--- src/rtl/fpga_bus_pkg.sv ---
// Host bus package
// Widths and byte-lane count for the Wishbone-style register bus
// between the host processor and the fabric register block

package fpga_bus_pkg;

  // Word address, enough for 128 registers
  localparam int ADDR_WIDTH = 7;

  // Data bus width
  localparam int DATA_WIDTH = 32;

  // One strobe per data byte
  localparam int BYTE_LANES = DATA_WIDTH / 8;

endpackage

--- src/rtl/fpga_reg_pkg.sv ---
// Register map package
// Addresses, field widths and reset values of the GPIO and PWM
// configuration registers seen by the host

package fpga_reg_pkg;

  // ----------------------------------------------------------------------
  // Register addresses
  // ----------------------------------------------------------------------
  localparam logic [fpga_bus_pkg::ADDR_WIDTH-1:0] ADR_DEVICE_ID   = 7'h00;
  localparam logic [fpga_bus_pkg::ADDR_WIDTH-1:0] ADR_MODE_SEL    = 7'h01;
  localparam logic [fpga_bus_pkg::ADDR_WIDTH-1:0] ADR_GPIO_IN_LO  = 7'h02;
  localparam logic [fpga_bus_pkg::ADDR_WIDTH-1:0] ADR_GPIO_IN_HI  = 7'h03;
  localparam logic [fpga_bus_pkg::ADDR_WIDTH-1:0] ADR_GPIO_OUT_LO = 7'h04;
  localparam logic [fpga_bus_pkg::ADDR_WIDTH-1:0] ADR_GPIO_OUT_HI = 7'h05;
  localparam logic [fpga_bus_pkg::ADDR_WIDTH-1:0] ADR_GPIO_OE_LO  = 7'h06;
  localparam logic [fpga_bus_pkg::ADDR_WIDTH-1:0] ADR_GPIO_OE_HI  = 7'h07;
  localparam logic [fpga_bus_pkg::ADDR_WIDTH-1:0] ADR_PWM_EN_POL  = 7'h08;

  // Channel n has its duty register at base + 2n and its period just above
  localparam logic [fpga_bus_pkg::ADDR_WIDTH-1:0] ADR_PWM_BASE    = 7'h09;

  // ----------------------------------------------------------------------
  // Field widths
  // ----------------------------------------------------------------------
  localparam int GPIO_WIDTH    = 46;
  localparam int GPIO_LO_WIDTH = 32;
  localparam int NUM_PWM_CH    = 4;
  localparam int PWM_REG_WIDTH = 16;
  localparam int MODE_WIDTH    = 4;

  // ----------------------------------------------------------------------
  // Fixed values
  // ----------------------------------------------------------------------
  localparam logic [fpga_bus_pkg::DATA_WIDTH-1:0] DEVICE_ID_RESET    = 32'hCE1A_0001;

  // Returned for any unmapped address
  localparam logic [fpga_bus_pkg::DATA_WIDTH-1:0] DEFAULT_READ_VALUE = 32'hFABD_EFAC;

endpackage

--- src/rtl/ctrl_regs.sv ---
// Control registers
// Device ID, mode select, PWM enable and PWM idle polarity,
// written from the bus slave select strobes

`timescale 1ns/1ps

module ctrl_regs (
  input  logic                                wbs_clk_i,
  input  logic                                wbs_rst_i,
  input  logic                                id_wr_i,
  input  logic                                mode_wr_i,
  input  logic                                en_pol_wr_i,
  input  logic [fpga_bus_pkg::BYTE_LANES-1:0] byte_stb_i,
  input  logic [fpga_bus_pkg::DATA_WIDTH-1:0] wdata_i,
  output logic [fpga_bus_pkg::DATA_WIDTH-1:0] device_id_o,
  output logic [fpga_reg_pkg::MODE_WIDTH-1:0] mode_sel_o,
  output logic [fpga_reg_pkg::NUM_PWM_CH-1:0] pwm_en_o,
  output logic [fpga_reg_pkg::NUM_PWM_CH-1:0] idle_pol_o
);

  always_ff @(posedge wbs_clk_i or posedge wbs_rst_i) begin
    if (wbs_rst_i) begin
      device_id_o <= fpga_reg_pkg::DEVICE_ID_RESET;
      mode_sel_o  <= '0;
      pwm_en_o    <= '0;
      idle_pol_o  <= '0;
    end else begin
      // Every byte lane of the device ID is writable
      for (int i = 0; i < fpga_bus_pkg::BYTE_LANES; i++) begin
        if (id_wr_i && byte_stb_i[i]) begin
          device_id_o[8*i +: 8] <= wdata_i[8*i +: 8];
        end
      end

      if (mode_wr_i && byte_stb_i[0]) begin
        mode_sel_o <= wdata_i[fpga_reg_pkg::MODE_WIDTH-1:0];
      end

      // Enables in lane 0, idle polarity in lane 1
      if (en_pol_wr_i && byte_stb_i[0]) begin
        pwm_en_o <= wdata_i[fpga_reg_pkg::NUM_PWM_CH-1:0];
      end
      if (en_pol_wr_i && byte_stb_i[1]) begin
        idle_pol_o <= wdata_i[8 +: fpga_reg_pkg::NUM_PWM_CH];
      end
    end
  end

endmodule

--- src/rtl/fpga_reg_top.sv ---
// FPGA register block top level
// Host bus slave with control, GPIO and four PWM channel register
// blocks behind it

`timescale 1ns/1ps

module fpga_reg_top (
  input  logic                                   wbs_clk_i,
  input  logic                                   wbs_rst_i,
  input  logic [fpga_bus_pkg::ADDR_WIDTH-1:0]    wbs_adr_i,
  input  logic                                   wbs_cyc_i,
  input  logic                                   wbs_stb_i,
  input  logic                                   wbs_we_i,
  input  logic [fpga_bus_pkg::BYTE_LANES-1:0]    wbs_byte_stb_i,
  input  logic [fpga_bus_pkg::DATA_WIDTH-1:0]    wbs_dat_i,
  input  logic [fpga_reg_pkg::GPIO_WIDTH-1:0]    gpio_in_i,
  output logic [fpga_bus_pkg::DATA_WIDTH-1:0]    wbs_dat_o,
  output logic                                   wbs_ack_o,
  output logic [fpga_bus_pkg::DATA_WIDTH-1:0]    device_id_o,
  output logic [fpga_reg_pkg::MODE_WIDTH-1:0]    mode_sel_o,
  output logic [fpga_reg_pkg::NUM_PWM_CH-1:0]    pwm_en_o,
  output logic [fpga_reg_pkg::NUM_PWM_CH-1:0]    idle_pol_o,
  output logic [fpga_reg_pkg::GPIO_WIDTH-1:0]    gpio_out_o,
  output logic [fpga_reg_pkg::GPIO_WIDTH-1:0]    gpio_oe_o,
  output logic [fpga_reg_pkg::NUM_PWM_CH*fpga_reg_pkg::PWM_REG_WIDTH-1:0] duty_o,
  output logic [fpga_reg_pkg::NUM_PWM_CH*fpga_reg_pkg::PWM_REG_WIDTH-1:0] period_o,
  output logic [fpga_reg_pkg::NUM_PWM_CH-1:0]    duty_upd_o,
  output logic [fpga_reg_pkg::NUM_PWM_CH-1:0]    period_upd_o
);

  // Write selects and shared write data from the bus slave
  logic                                id_wr;
  logic                                mode_wr;
  logic                                en_pol_wr;
  logic [1:0]                          gpio_out_wr;
  logic [1:0]                          gpio_oe_wr;
  logic [fpga_reg_pkg::NUM_PWM_CH-1:0] duty_wr;
  logic [fpga_reg_pkg::NUM_PWM_CH-1:0] period_wr;
  logic [fpga_bus_pkg::BYTE_LANES-1:0] byte_stb;
  logic [fpga_bus_pkg::DATA_WIDTH-1:0] wdata;

  wb_reg_slave u_slave (
    .wbs_clk_i      (wbs_clk_i),
    .wbs_rst_i      (wbs_rst_i),
    .wbs_adr_i      (wbs_adr_i),
    .wbs_cyc_i      (wbs_cyc_i),
    .wbs_stb_i      (wbs_stb_i),
    .wbs_we_i       (wbs_we_i),
    .wbs_byte_stb_i (wbs_byte_stb_i),
    .wbs_dat_i      (wbs_dat_i),
    .device_id_i    (device_id_o),
    .mode_sel_i     (mode_sel_o),
    .pwm_en_i       (pwm_en_o),
    .idle_pol_i     (idle_pol_o),
    .gpio_in_i      (gpio_in_i),
    .gpio_out_i     (gpio_out_o),
    .gpio_oe_i      (gpio_oe_o),
    .duty_i         (duty_o),
    .period_i       (period_o),
    .wbs_dat_o      (wbs_dat_o),
    .wbs_ack_o      (wbs_ack_o),
    .id_wr_o        (id_wr),
    .mode_wr_o      (mode_wr),
    .en_pol_wr_o    (en_pol_wr),
    .gpio_out_wr_o  (gpio_out_wr),
    .gpio_oe_wr_o   (gpio_oe_wr),
    .duty_wr_o      (duty_wr),
    .period_wr_o    (period_wr),
    .byte_stb_o     (byte_stb),
    .wdata_o        (wdata)
  );

  ctrl_regs u_ctrl (
    .wbs_clk_i   (wbs_clk_i),
    .wbs_rst_i   (wbs_rst_i),
    .id_wr_i     (id_wr),
    .mode_wr_i   (mode_wr),
    .en_pol_wr_i (en_pol_wr),
    .byte_stb_i  (byte_stb),
    .wdata_i     (wdata),
    .device_id_o (device_id_o),
    .mode_sel_o  (mode_sel_o),
    .pwm_en_o    (pwm_en_o),
    .idle_pol_o  (idle_pol_o)
  );

  gpio_regs u_gpio (
    .wbs_clk_i     (wbs_clk_i),
    .wbs_rst_i     (wbs_rst_i),
    .gpio_out_wr_i (gpio_out_wr),
    .gpio_oe_wr_i  (gpio_oe_wr),
    .byte_stb_i    (byte_stb),
    .wdata_i       (wdata),
    .gpio_out_o    (gpio_out_o),
    .gpio_oe_o     (gpio_oe_o)
  );

  // ----------------------------------------------------------------------
  // PWM channels
  // ----------------------------------------------------------------------
  for (genvar ch = 0; ch < fpga_reg_pkg::NUM_PWM_CH; ch++) begin : g_pwm_ch
    pwm_ch_regs u_pwm_ch (
      .wbs_clk_i    (wbs_clk_i),
      .wbs_rst_i    (wbs_rst_i),
      .duty_wr_i    (duty_wr[ch]),
      .period_wr_i  (period_wr[ch]),
      .byte_stb_i   (byte_stb),
      .wdata_i      (wdata),
      .duty_o       (duty_o[ch*fpga_reg_pkg::PWM_REG_WIDTH +: fpga_reg_pkg::PWM_REG_WIDTH]),
      .period_o     (period_o[ch*fpga_reg_pkg::PWM_REG_WIDTH +: fpga_reg_pkg::PWM_REG_WIDTH]),
      .duty_upd_o   (duty_upd_o[ch]),
      .period_upd_o (period_upd_o[ch])
    );
  end

endmodule

--- src/rtl/gpio_regs.sv ---
// GPIO registers
// 46-bit output and output-enable registers, each split over a low
// word and a high word with byte-lane writes

`timescale 1ns/1ps

module gpio_regs (
  input  logic                                wbs_clk_i,
  input  logic                                wbs_rst_i,
  input  logic [1:0]                          gpio_out_wr_i,
  input  logic [1:0]                          gpio_oe_wr_i,
  input  logic [fpga_bus_pkg::BYTE_LANES-1:0] byte_stb_i,
  input  logic [fpga_bus_pkg::DATA_WIDTH-1:0] wdata_i,
  output logic [fpga_reg_pkg::GPIO_WIDTH-1:0] gpio_out_o,
  output logic [fpga_reg_pkg::GPIO_WIDTH-1:0] gpio_oe_o
);

  // Next value of one 46-bit register with wr[0] for the low word and wr[1] for the high
  function automatic logic [fpga_reg_pkg::GPIO_WIDTH-1:0] lane_merge(
    input logic [fpga_reg_pkg::GPIO_WIDTH-1:0] cur,
    input logic [1:0]                          wr,
    input logic [fpga_bus_pkg::BYTE_LANES-1:0] stb,
    input logic [fpga_bus_pkg::DATA_WIDTH-1:0] wd
  );
    logic [fpga_reg_pkg::GPIO_WIDTH-1:0] nxt;
    nxt = cur;
    for (int i = 0; i < fpga_bus_pkg::BYTE_LANES; i++) begin
      if (wr[0] && stb[i]) begin
        nxt[8*i +: 8] = wd[8*i +: 8];
      end
    end
    // High word has only lanes 0 and 1 with six bits in lane 1
    if (wr[1] && stb[0]) begin
      nxt[fpga_reg_pkg::GPIO_LO_WIDTH +: 8] = wd[7:0];
    end
    if (wr[1] && stb[1]) begin
      nxt[fpga_reg_pkg::GPIO_WIDTH-1:fpga_reg_pkg::GPIO_LO_WIDTH+8] =
        wd[fpga_reg_pkg::GPIO_WIDTH-fpga_reg_pkg::GPIO_LO_WIDTH-1:8];
    end
    return nxt;
  endfunction

  always_ff @(posedge wbs_clk_i or posedge wbs_rst_i) begin
    if (wbs_rst_i) begin
      gpio_out_o <= '0;
      gpio_oe_o  <= '0;
    end else begin
      gpio_out_o <= lane_merge(gpio_out_o, gpio_out_wr_i, byte_stb_i, wdata_i);
      gpio_oe_o  <= lane_merge(gpio_oe_o, gpio_oe_wr_i, byte_stb_i, wdata_i);
    end
  end

endmodule

--- src/rtl/pwm_ch_regs.sv ---
// PWM channel registers
// Duty and period of one channel, each with an update pulse that
// tells the PWM engine to reload after a host write

`timescale 1ns/1ps

module pwm_ch_regs (
  input  logic                                   wbs_clk_i,
  input  logic                                   wbs_rst_i,
  input  logic                                   duty_wr_i,
  input  logic                                   period_wr_i,
  input  logic [fpga_bus_pkg::BYTE_LANES-1:0]    byte_stb_i,
  input  logic [fpga_bus_pkg::DATA_WIDTH-1:0]    wdata_i,
  output logic [fpga_reg_pkg::PWM_REG_WIDTH-1:0] duty_o,
  output logic [fpga_reg_pkg::PWM_REG_WIDTH-1:0] period_o,
  output logic                                   duty_upd_o,
  output logic                                   period_upd_o
);

  logic duty_wr_q;
  logic period_wr_q;

  // Byte-lane write into a 16-bit register, lanes 0 and 1
  function automatic logic [fpga_reg_pkg::PWM_REG_WIDTH-1:0] lane_merge(
    input logic [fpga_reg_pkg::PWM_REG_WIDTH-1:0] cur,
    input logic                                   wr,
    input logic [fpga_bus_pkg::BYTE_LANES-1:0]    stb,
    input logic [fpga_bus_pkg::DATA_WIDTH-1:0]    wd
  );
    logic [fpga_reg_pkg::PWM_REG_WIDTH-1:0] nxt;
    nxt = cur;
    for (int i = 0; i < fpga_reg_pkg::PWM_REG_WIDTH / 8; i++) begin
      if (wr && stb[i]) begin
        nxt[8*i +: 8] = wd[8*i +: 8];
      end
    end
    return nxt;
  endfunction

  always_ff @(posedge wbs_clk_i or posedge wbs_rst_i) begin
    if (wbs_rst_i) begin
      duty_o       <= '0;
      period_o     <= '0;
      duty_wr_q    <= 1'b0;
      period_wr_q  <= 1'b0;
      duty_upd_o   <= 1'b0;
      period_upd_o <= 1'b0;
    end else begin
      duty_o       <= lane_merge(duty_o, duty_wr_i, byte_stb_i, wdata_i);
      period_o     <= lane_merge(period_o, period_wr_i, byte_stb_i, wdata_i);
      // Pulse lands one cycle after ack even when no lane is strobed
      duty_wr_q    <= duty_wr_i;
      period_wr_q  <= period_wr_i;
      duty_upd_o   <= duty_wr_q;
      period_upd_o <= period_wr_q;
    end
  end

endmodule

--- src/rtl/wb_reg_slave.sv ---
// Register bus slave
// Generates the one-cycle acknowledge, decodes writes into one-cycle
// register select strobes and builds the read word from field values

`timescale 1ns/1ps

module wb_reg_slave (
  input  logic                                   wbs_clk_i,
  input  logic                                   wbs_rst_i,
  input  logic [fpga_bus_pkg::ADDR_WIDTH-1:0]    wbs_adr_i,
  input  logic                                   wbs_cyc_i,
  input  logic                                   wbs_stb_i,
  input  logic                                   wbs_we_i,
  input  logic [fpga_bus_pkg::BYTE_LANES-1:0]    wbs_byte_stb_i,
  input  logic [fpga_bus_pkg::DATA_WIDTH-1:0]    wbs_dat_i,
  input  logic [fpga_bus_pkg::DATA_WIDTH-1:0]    device_id_i,
  input  logic [fpga_reg_pkg::MODE_WIDTH-1:0]    mode_sel_i,
  input  logic [fpga_reg_pkg::NUM_PWM_CH-1:0]    pwm_en_i,
  input  logic [fpga_reg_pkg::NUM_PWM_CH-1:0]    idle_pol_i,
  input  logic [fpga_reg_pkg::GPIO_WIDTH-1:0]    gpio_in_i,
  input  logic [fpga_reg_pkg::GPIO_WIDTH-1:0]    gpio_out_i,
  input  logic [fpga_reg_pkg::GPIO_WIDTH-1:0]    gpio_oe_i,
  input  logic [fpga_reg_pkg::NUM_PWM_CH*fpga_reg_pkg::PWM_REG_WIDTH-1:0] duty_i,
  input  logic [fpga_reg_pkg::NUM_PWM_CH*fpga_reg_pkg::PWM_REG_WIDTH-1:0] period_i,
  output logic [fpga_bus_pkg::DATA_WIDTH-1:0]    wbs_dat_o,
  output logic                                   wbs_ack_o,
  output logic                                   id_wr_o,
  output logic                                   mode_wr_o,
  output logic                                   en_pol_wr_o,
  output logic [1:0]                             gpio_out_wr_o,
  output logic [1:0]                             gpio_oe_wr_o,
  output logic [fpga_reg_pkg::NUM_PWM_CH-1:0]    duty_wr_o,
  output logic [fpga_reg_pkg::NUM_PWM_CH-1:0]    period_wr_o,
  output logic [fpga_bus_pkg::BYTE_LANES-1:0]    byte_stb_o,
  output logic [fpga_bus_pkg::DATA_WIDTH-1:0]    wdata_o
);

  logic wr_req;

  // ----------------------------------------------------------------------
  // Acknowledge
  // ----------------------------------------------------------------------
  // A held request sees ack every second cycle
  always_ff @(posedge wbs_clk_i or posedge wbs_rst_i) begin
    if (wbs_rst_i) begin
      wbs_ack_o <= 1'b0;
    end else begin
      wbs_ack_o <= wbs_cyc_i & wbs_stb_i & ~wbs_ack_o;
    end
  end

  // ----------------------------------------------------------------------
  // Write decode
  // ----------------------------------------------------------------------
  // Only in the cycle before ack so each access writes once
  assign wr_req = wbs_cyc_i & wbs_stb_i & wbs_we_i & ~wbs_ack_o;

  assign id_wr_o          = wr_req & (wbs_adr_i == fpga_reg_pkg::ADR_DEVICE_ID);
  assign mode_wr_o        = wr_req & (wbs_adr_i == fpga_reg_pkg::ADR_MODE_SEL);
  assign en_pol_wr_o      = wr_req & (wbs_adr_i == fpga_reg_pkg::ADR_PWM_EN_POL);
  assign gpio_out_wr_o[0] = wr_req & (wbs_adr_i == fpga_reg_pkg::ADR_GPIO_OUT_LO);
  assign gpio_out_wr_o[1] = wr_req & (wbs_adr_i == fpga_reg_pkg::ADR_GPIO_OUT_HI);
  assign gpio_oe_wr_o[0]  = wr_req & (wbs_adr_i == fpga_reg_pkg::ADR_GPIO_OE_LO);
  assign gpio_oe_wr_o[1]  = wr_req & (wbs_adr_i == fpga_reg_pkg::ADR_GPIO_OE_HI);

  for (genvar g = 0; g < fpga_reg_pkg::NUM_PWM_CH; g++) begin : g_pwm_dec
    assign duty_wr_o[g]   = wr_req &
                            (int'(wbs_adr_i) == fpga_reg_pkg::ADR_PWM_BASE + 2 * g);
    assign period_wr_o[g] = wr_req &
                            (int'(wbs_adr_i) == fpga_reg_pkg::ADR_PWM_BASE + 2 * g + 1);
  end

  assign byte_stb_o = wbs_byte_stb_i;
  assign wdata_o    = wbs_dat_i;

  // ----------------------------------------------------------------------
  // Read multiplexer
  // ----------------------------------------------------------------------
  always_comb begin
    wbs_dat_o = '0;
    case (wbs_adr_i)
      fpga_reg_pkg::ADR_DEVICE_ID:   wbs_dat_o = device_id_i;
      fpga_reg_pkg::ADR_MODE_SEL:    wbs_dat_o[fpga_reg_pkg::MODE_WIDTH-1:0] = mode_sel_i;
      fpga_reg_pkg::ADR_GPIO_IN_LO:  wbs_dat_o = gpio_in_i[fpga_reg_pkg::GPIO_LO_WIDTH-1:0];
      fpga_reg_pkg::ADR_GPIO_IN_HI:
        wbs_dat_o[fpga_reg_pkg::GPIO_WIDTH-fpga_reg_pkg::GPIO_LO_WIDTH-1:0] =
          gpio_in_i[fpga_reg_pkg::GPIO_WIDTH-1:fpga_reg_pkg::GPIO_LO_WIDTH];
      fpga_reg_pkg::ADR_GPIO_OUT_LO: wbs_dat_o = gpio_out_i[fpga_reg_pkg::GPIO_LO_WIDTH-1:0];
      fpga_reg_pkg::ADR_GPIO_OUT_HI:
        wbs_dat_o[fpga_reg_pkg::GPIO_WIDTH-fpga_reg_pkg::GPIO_LO_WIDTH-1:0] =
          gpio_out_i[fpga_reg_pkg::GPIO_WIDTH-1:fpga_reg_pkg::GPIO_LO_WIDTH];
      fpga_reg_pkg::ADR_GPIO_OE_LO:  wbs_dat_o = gpio_oe_i[fpga_reg_pkg::GPIO_LO_WIDTH-1:0];
      fpga_reg_pkg::ADR_GPIO_OE_HI:
        wbs_dat_o[fpga_reg_pkg::GPIO_WIDTH-fpga_reg_pkg::GPIO_LO_WIDTH-1:0] =
          gpio_oe_i[fpga_reg_pkg::GPIO_WIDTH-1:fpga_reg_pkg::GPIO_LO_WIDTH];
      fpga_reg_pkg::ADR_PWM_EN_POL: begin
        wbs_dat_o[fpga_reg_pkg::NUM_PWM_CH-1:0]  = pwm_en_i;
        wbs_dat_o[8 +: fpga_reg_pkg::NUM_PWM_CH] = idle_pol_i;
      end
      default: begin
        wbs_dat_o = fpga_reg_pkg::DEFAULT_READ_VALUE;
        // PWM channel registers sit above the fixed map
        for (int i = 0; i < fpga_reg_pkg::NUM_PWM_CH; i++) begin
          if (int'(wbs_adr_i) == fpga_reg_pkg::ADR_PWM_BASE + 2 * i) begin
            wbs_dat_o = '0;
            wbs_dat_o[fpga_reg_pkg::PWM_REG_WIDTH-1:0] =
              duty_i[i*fpga_reg_pkg::PWM_REG_WIDTH +: fpga_reg_pkg::PWM_REG_WIDTH];
          end
          if (int'(wbs_adr_i) == fpga_reg_pkg::ADR_PWM_BASE + 2 * i + 1) begin
            wbs_dat_o = '0;
            wbs_dat_o[fpga_reg_pkg::PWM_REG_WIDTH-1:0] =
              period_i[i*fpga_reg_pkg::PWM_REG_WIDTH +: fpga_reg_pkg::PWM_REG_WIDTH];
          end
        end
      end
    endcase
  end

endmodule

--- config.mk ---
export PLATFORM = sky130hd
export DESIGN_NAME = fpga_reg_top
export DESIGN_NICKNAME = d
export VERILOG_FILES = /design/src/rtl/fpga_bus_pkg.sv /design/src/rtl/fpga_reg_pkg.sv /design/src/rtl/ctrl_regs.sv /design/src/rtl/fpga_reg_top.sv /design/src/rtl/gpio_regs.sv /design/src/rtl/pwm_ch_regs.sv /design/src/rtl/wb_reg_slave.sv
export SDC_FILE = /design/constraint.sdc
export NUM_CORES = 1
export LEC_CHECK = 0
export BUFFER_PORTS_ARGS = -buffer_cell sky130_fd_sc_hd__buf_2
export CAP_MARGIN = 20
export CORE_MARGIN = 3
export CORE_UTILIZATION = 56
export CTS_CLUSTER_DIAMETER = 150
export DETAILED_ROUTE_END_ITERATION = 8
export GPL_ROUTABILITY_DRIVEN = 0
export HOLD_SLACK_MARGIN = 0.08
export PLACE_DENSITY_LB_ADDON = 0.05
export SLEW_MARGIN = 20
export SYNTH_ARGS = -nofsm -noshare
export SYNTH_HDL_FRONTEND = slang
export SYNTH_SLANG_ARGS = --single-unit
--- constraint.sdc ---
create_clock -name wbs_clk_i -period 14.4 [get_ports wbs_clk_i]
set_input_delay 2.16 -clock wbs_clk_i [delete_from_list [all_inputs] [get_ports wbs_clk_i]]
set_output_delay 2.16 -clock wbs_clk_i [all_outputs]
set_load 0.02 [all_outputs]
==> results list <==
- Status: finished clean
- Part of the total power dissipated in combinational logic: 0.082
- Routed length on met1: 19100 microns
* Via count: 11400
- Pin count of the biggest net entering global routing: 129
- Synth Flop Type: sky130_fd_sc_hd__dfrtp_1
- The portion of synthesized area spent on multiplexers is 0.250.
- Total iterations of the first detailed-routing run: 5
* Total global routing track utilization: 0.367
* Root cell of the clock tree: sky130_fd_sc_hd__clkbuf_16
- The share of total power dissipated in sequential elements is 0.448.
* Post-route worst hold slack: 0.351 ns
* Max Root-Sink Buffers: 3
- Total global routing overflow: 0
- Worst hold path type: reg2reg
* Number of nets with antenna violations after detailed routing: 0
- The worst setup path is launched from an input port.
* Flop and latch count out of synthesis: 281
- Horizontal die dimension: 162 microns
- Setup TNS Final: 0 ns
- Power spread over the standard cell area amounts to 108 nW/um^2.
- The max-slew violation total from the final report came to 0.
- The worst path needs 7.98 ns of the cycle, external delays included.
- Data arrives at the worst endpoint at 5.82 ns.
* Detailed route wirelength on metal3: 4870 microns
- STA puts the critical path data required time at 12.24 ns.
* Synth Area in Compound Gates: 0.103
- Max-capacitance violation count: 0
* Number of global-route vias before repair: 11500
- Layout Cells excl Fill: 1784
- By area, the combinational part of the netlist is dominated by multiplexers.
- Filler Cells Inserted: 1765
- The floorplan step defined a die boundary enclosing 26100 sq um.
- The share of synthesized area in the top cell type comes to 0.502.
- Category of the critical setup timing path: in2out
- Tightest slew margin relative to the limit: 0.164
- Total DRC errors in the routed layout: 0
- Of the total power, the clock network draws 0.470.
* Insertion delay to the later sink of the worst-skew pair: 0.55 ns
- Post-synth design cell area: 13600 sq um
- # setup viols final: 0
* Beginning of the worst register-to-register path: u_slave.wbs_ack_o$_DFF_PP0_
* Total Nets Final: 1535
- The number of antenna violations at the first check in global routing was 4.
- Summed over all cells, the static leakage comes to 9.07 nW.
* Max Fclk: 125 MHz
* Setup bufs post-CTS: 0
- The floorplan step defined a core boundary enclosing 23600 sq um.
* Number of nets produced by synthesis: 1175
- Of the total synthesized cell area, the portion taken by XOR and XNOR cells is 0.
* Site row count: 56
- Of the total synthesized cell area, the portion taken by full adders, half adders and majority gates is 0.
* Yosys top cell by area: sky130_fd_sc_hd__dfrtp_1
- Detailed placement ended at an HPWL of 35300 microns.
- The netlist uses 67 different library cells.
- A synthesized cell averages 12.6 sq um.
* Sw Share: 0.240
- After detailed routing, the number of vias per cell comes to 6.40.
- Counting every instance in the synthesized netlist gives 1081.
* Main area contributors after synthesis: sky130_fd_sc_hd__dfrtp_1, sky130_fd_sc_hd__mux2_2, sky130_fd_sc_hd__mux2_1, sky130_fd_sc_hd__a22oi_1, sky130_fd_sc_hd__dfstp_2
- Share of synthesized area occupied by flip-flops and latches: 0.519
- For this run, the number of Yosys warnings is 0.
- Fraction of final layout cells sized beyond drive strength 1: 0.520
- In this run, post-CTS repair resized a total of 0 instances.
* Global-route wire length before repair: 73000 microns
- For this design the top-level I/O count stands at 399.
- At the pin with the least slew margin, the transition time is 1.22 ns.
- The first routing iteration left 1260 violations.
- Internal power comes to 0.00137 W.
* Total clock buffers created by CTS: 29
- Post-Place Cell Area: 15700 sq um
* Min-Delay Startpoint: g_pwm_ch[1].u_pwm_ch.duty_wr_q$_DFF_PP0_
- CTS tree: done
* DR top layer: met5
* Port bufs: 398
- For this block, the routed nets add up to 49200 microns of wire.
- Post-synthesis async set-or-reset flop share: 1.00
- Of the total synthesized cell area, the portion taken by AND, OR, NAND and NOR gates is 0.0987.
- In this run the number of H-tree levels came out at 1.
* Die Height: 162 microns
- In this run the worst setup path begins at wbs_adr_i[3].
- Largest fanout on the critical path: 25
- In the detailed route, the total length drawn on met2 is 22600 microns.
* Post-Place Cells: 1729
- Setup repair after global routing left no endpoint under its margin.
- Design Power: 0.00181 W
- Period utilisation layout: 0.554
- Count of flip-flops with a built-in enable after synthesis: 0
* Highest ir drop seen on vdd: 101 uV
- Hold violation total from the final report: 0
- Setup skew after layout: 0.0195 ns
* Initial core utilization: 0.575
- For this design, the sink count on the clock tree is 281.
- Hold repair after CTS inserted 0 buffers.
- Nature of the critical path endpoint: output pin
* Per-cell routed wire length: 27.6 microns
* Syn-to-layout area delta: 23.8%
* Net Sw Power: 0.000434 W
* CTS clock-pin slew for the worst setup and hold paths: 0.06 ns
* Design Area, Final: 16800 sq um
==> Yosys cell counts, drive strengths merged, types with 7 or more instances <==
master  count
mux2      284
dfrtp     272
nand2      57
nor2       53
a22oi      52
clkbuf     43
buf        39
nand3      30
nor3       30
a21oi      29
o21ai      28
o22ai      13
a221oi     11
nor2b      10
dfstp       9
o221ai      9
a221o       8
nand2b      7
==> path summary, 6_finish.rpt <==
kind	to	slack (ns)	depth (start not counted)
max in group asynchronous	g_pwm_ch[3].u_pwm_ch.period_o[9]$_DFFE_PP0P_	10.45	4
min in group asynchronous	u_gpio.gpio_out_o[33]$_DFFE_PP0P_	1.76	2
hold reg to reg	g_pwm_ch[1].u_pwm_ch.duty_upd_o$_DFF_PP0_	0.35	0
setup reg to reg	g_pwm_ch[1].u_pwm_ch.duty_o[7]$_DFFE_PP0P_	11.80	4
setup / recovery	wbs_dat_o[7]	6.42	7
hold / removal	g_pwm_ch[1].u_pwm_ch.duty_upd_o$_DFF_PP0_	0.35	0
==> cell type report <==
cell class	instances	area (sq um)	area share
Tap cell	319	399	0.0238
Multi-Input combinational cell	712	6140	0.365
Sequential cell	281	7040	0.419
Clock inverter	14	250	0.0149
Timing Repair Buffer	411	2100	0.125
Clock buffer	39	833	0.0496
Antenna cell	2	5.00	0.000298
Inverter	6	30.0	0.00179
==> state kept, by name, indices dropped and copies added, names as in the netlist <==
name                            flops
g_pwm_ch.u_pwm_ch.duty_o           64
g_pwm_ch.u_pwm_ch.duty_upd_o        4
g_pwm_ch.u_pwm_ch.duty_wr_q         4
g_pwm_ch.u_pwm_ch.period_o         64
g_pwm_ch.u_pwm_ch.period_upd_o      4
g_pwm_ch.u_pwm_ch.period_wr_q       4
u_ctrl.device_id_o                 32
u_ctrl.idle_pol_o                   4
u_ctrl.mode_sel_o                   4
u_ctrl.pwm_en_o                     4
u_gpio.gpio_oe_o                   46
u_gpio.gpio_out_o                  46
u_slave.wbs_ack_o                   1
==> per-layer routing <==
layer  global-route usage  vias to the layer above
li1                     -                     4772
met1                0.492                     5768
met2                0.576                      715
met3               0.0834                      155
met4                0.168                        4
met5                    0                        -
==> power groups by stage <==
stage                logic, W  registers [W]  clock network (W)
finish               0.000148       0.000809           0.000849
global route         0.000156       0.000809           0.000887
CTS                  0.000146       0.000808           0.000851
detailed placement   0.000145       0.000823                  0
global placement     0.000143       0.000822                  0
floorplan           0.0000727       0.000832                  0
==> cell usage in the layout, fill, tap and decap left out, drive strengths merged, types with 3 or more instances in the layout <==
cell / instances
a2111oi: 3
a211oi: 6
a21oi: 29
a221o: 8
a221oi: 11
a22o: 6
a22oi: 52
a31oi: 5
and2: 3
and3: 4
buf: 411
bufinv: 7
clkbuf: 39
clkinv: 6
dfrtp: 272
dfstp: 9
inv: 5
mux2: 284
mux2i: 6
mux4: 6
nand2: 57
nand2b: 7
nand3: 30
nand4: 4
nor2: 53
nor2b: 10
nor3: 30
nor4b: 3
o211ai: 4
o21ai: 28
o221ai: 9
o22ai: 13
o31ai: 5
o32ai: 3
or3: 6
==> kinds of logic after synthesis <==
logic type | count (synthesis)
compound gates | 198
buf+inv | 88
flops | 281
mux | 296
simple gates | 218
==> worst max-delay path, cell delays in order <==
cell                        delay [ns]
sky130_fd_sc_hd__buf_2            0.41
sky130_fd_sc_hd__or4b_1           0.58
sky130_fd_sc_hd__nor2_1           0.84
sky130_fd_sc_hd__o22ai_1          0.20
sky130_fd_sc_hd__a2111oi_0        1.11
sky130_fd_sc_hd__o22ai_1          0.27
sky130_fd_sc_hd__buf_2            0.23
==> per-stage QoR <==
| step | util | setup WS, ns |
|---|---|---|
| 2_1_floorplan | - | 4.50 |
| 3_3_place_gp | 0.665 | 6.87 |
| 3_5_place_dp | 0.665 | 6.71 |
| 4_1_cts | 0.711 | 6.68 |
| 5_1_grt | 0.711 | 6.46 |
| 6_report | 0.711 | 6.42 |
Note: power is estimated with default switching activity, not from simulation.
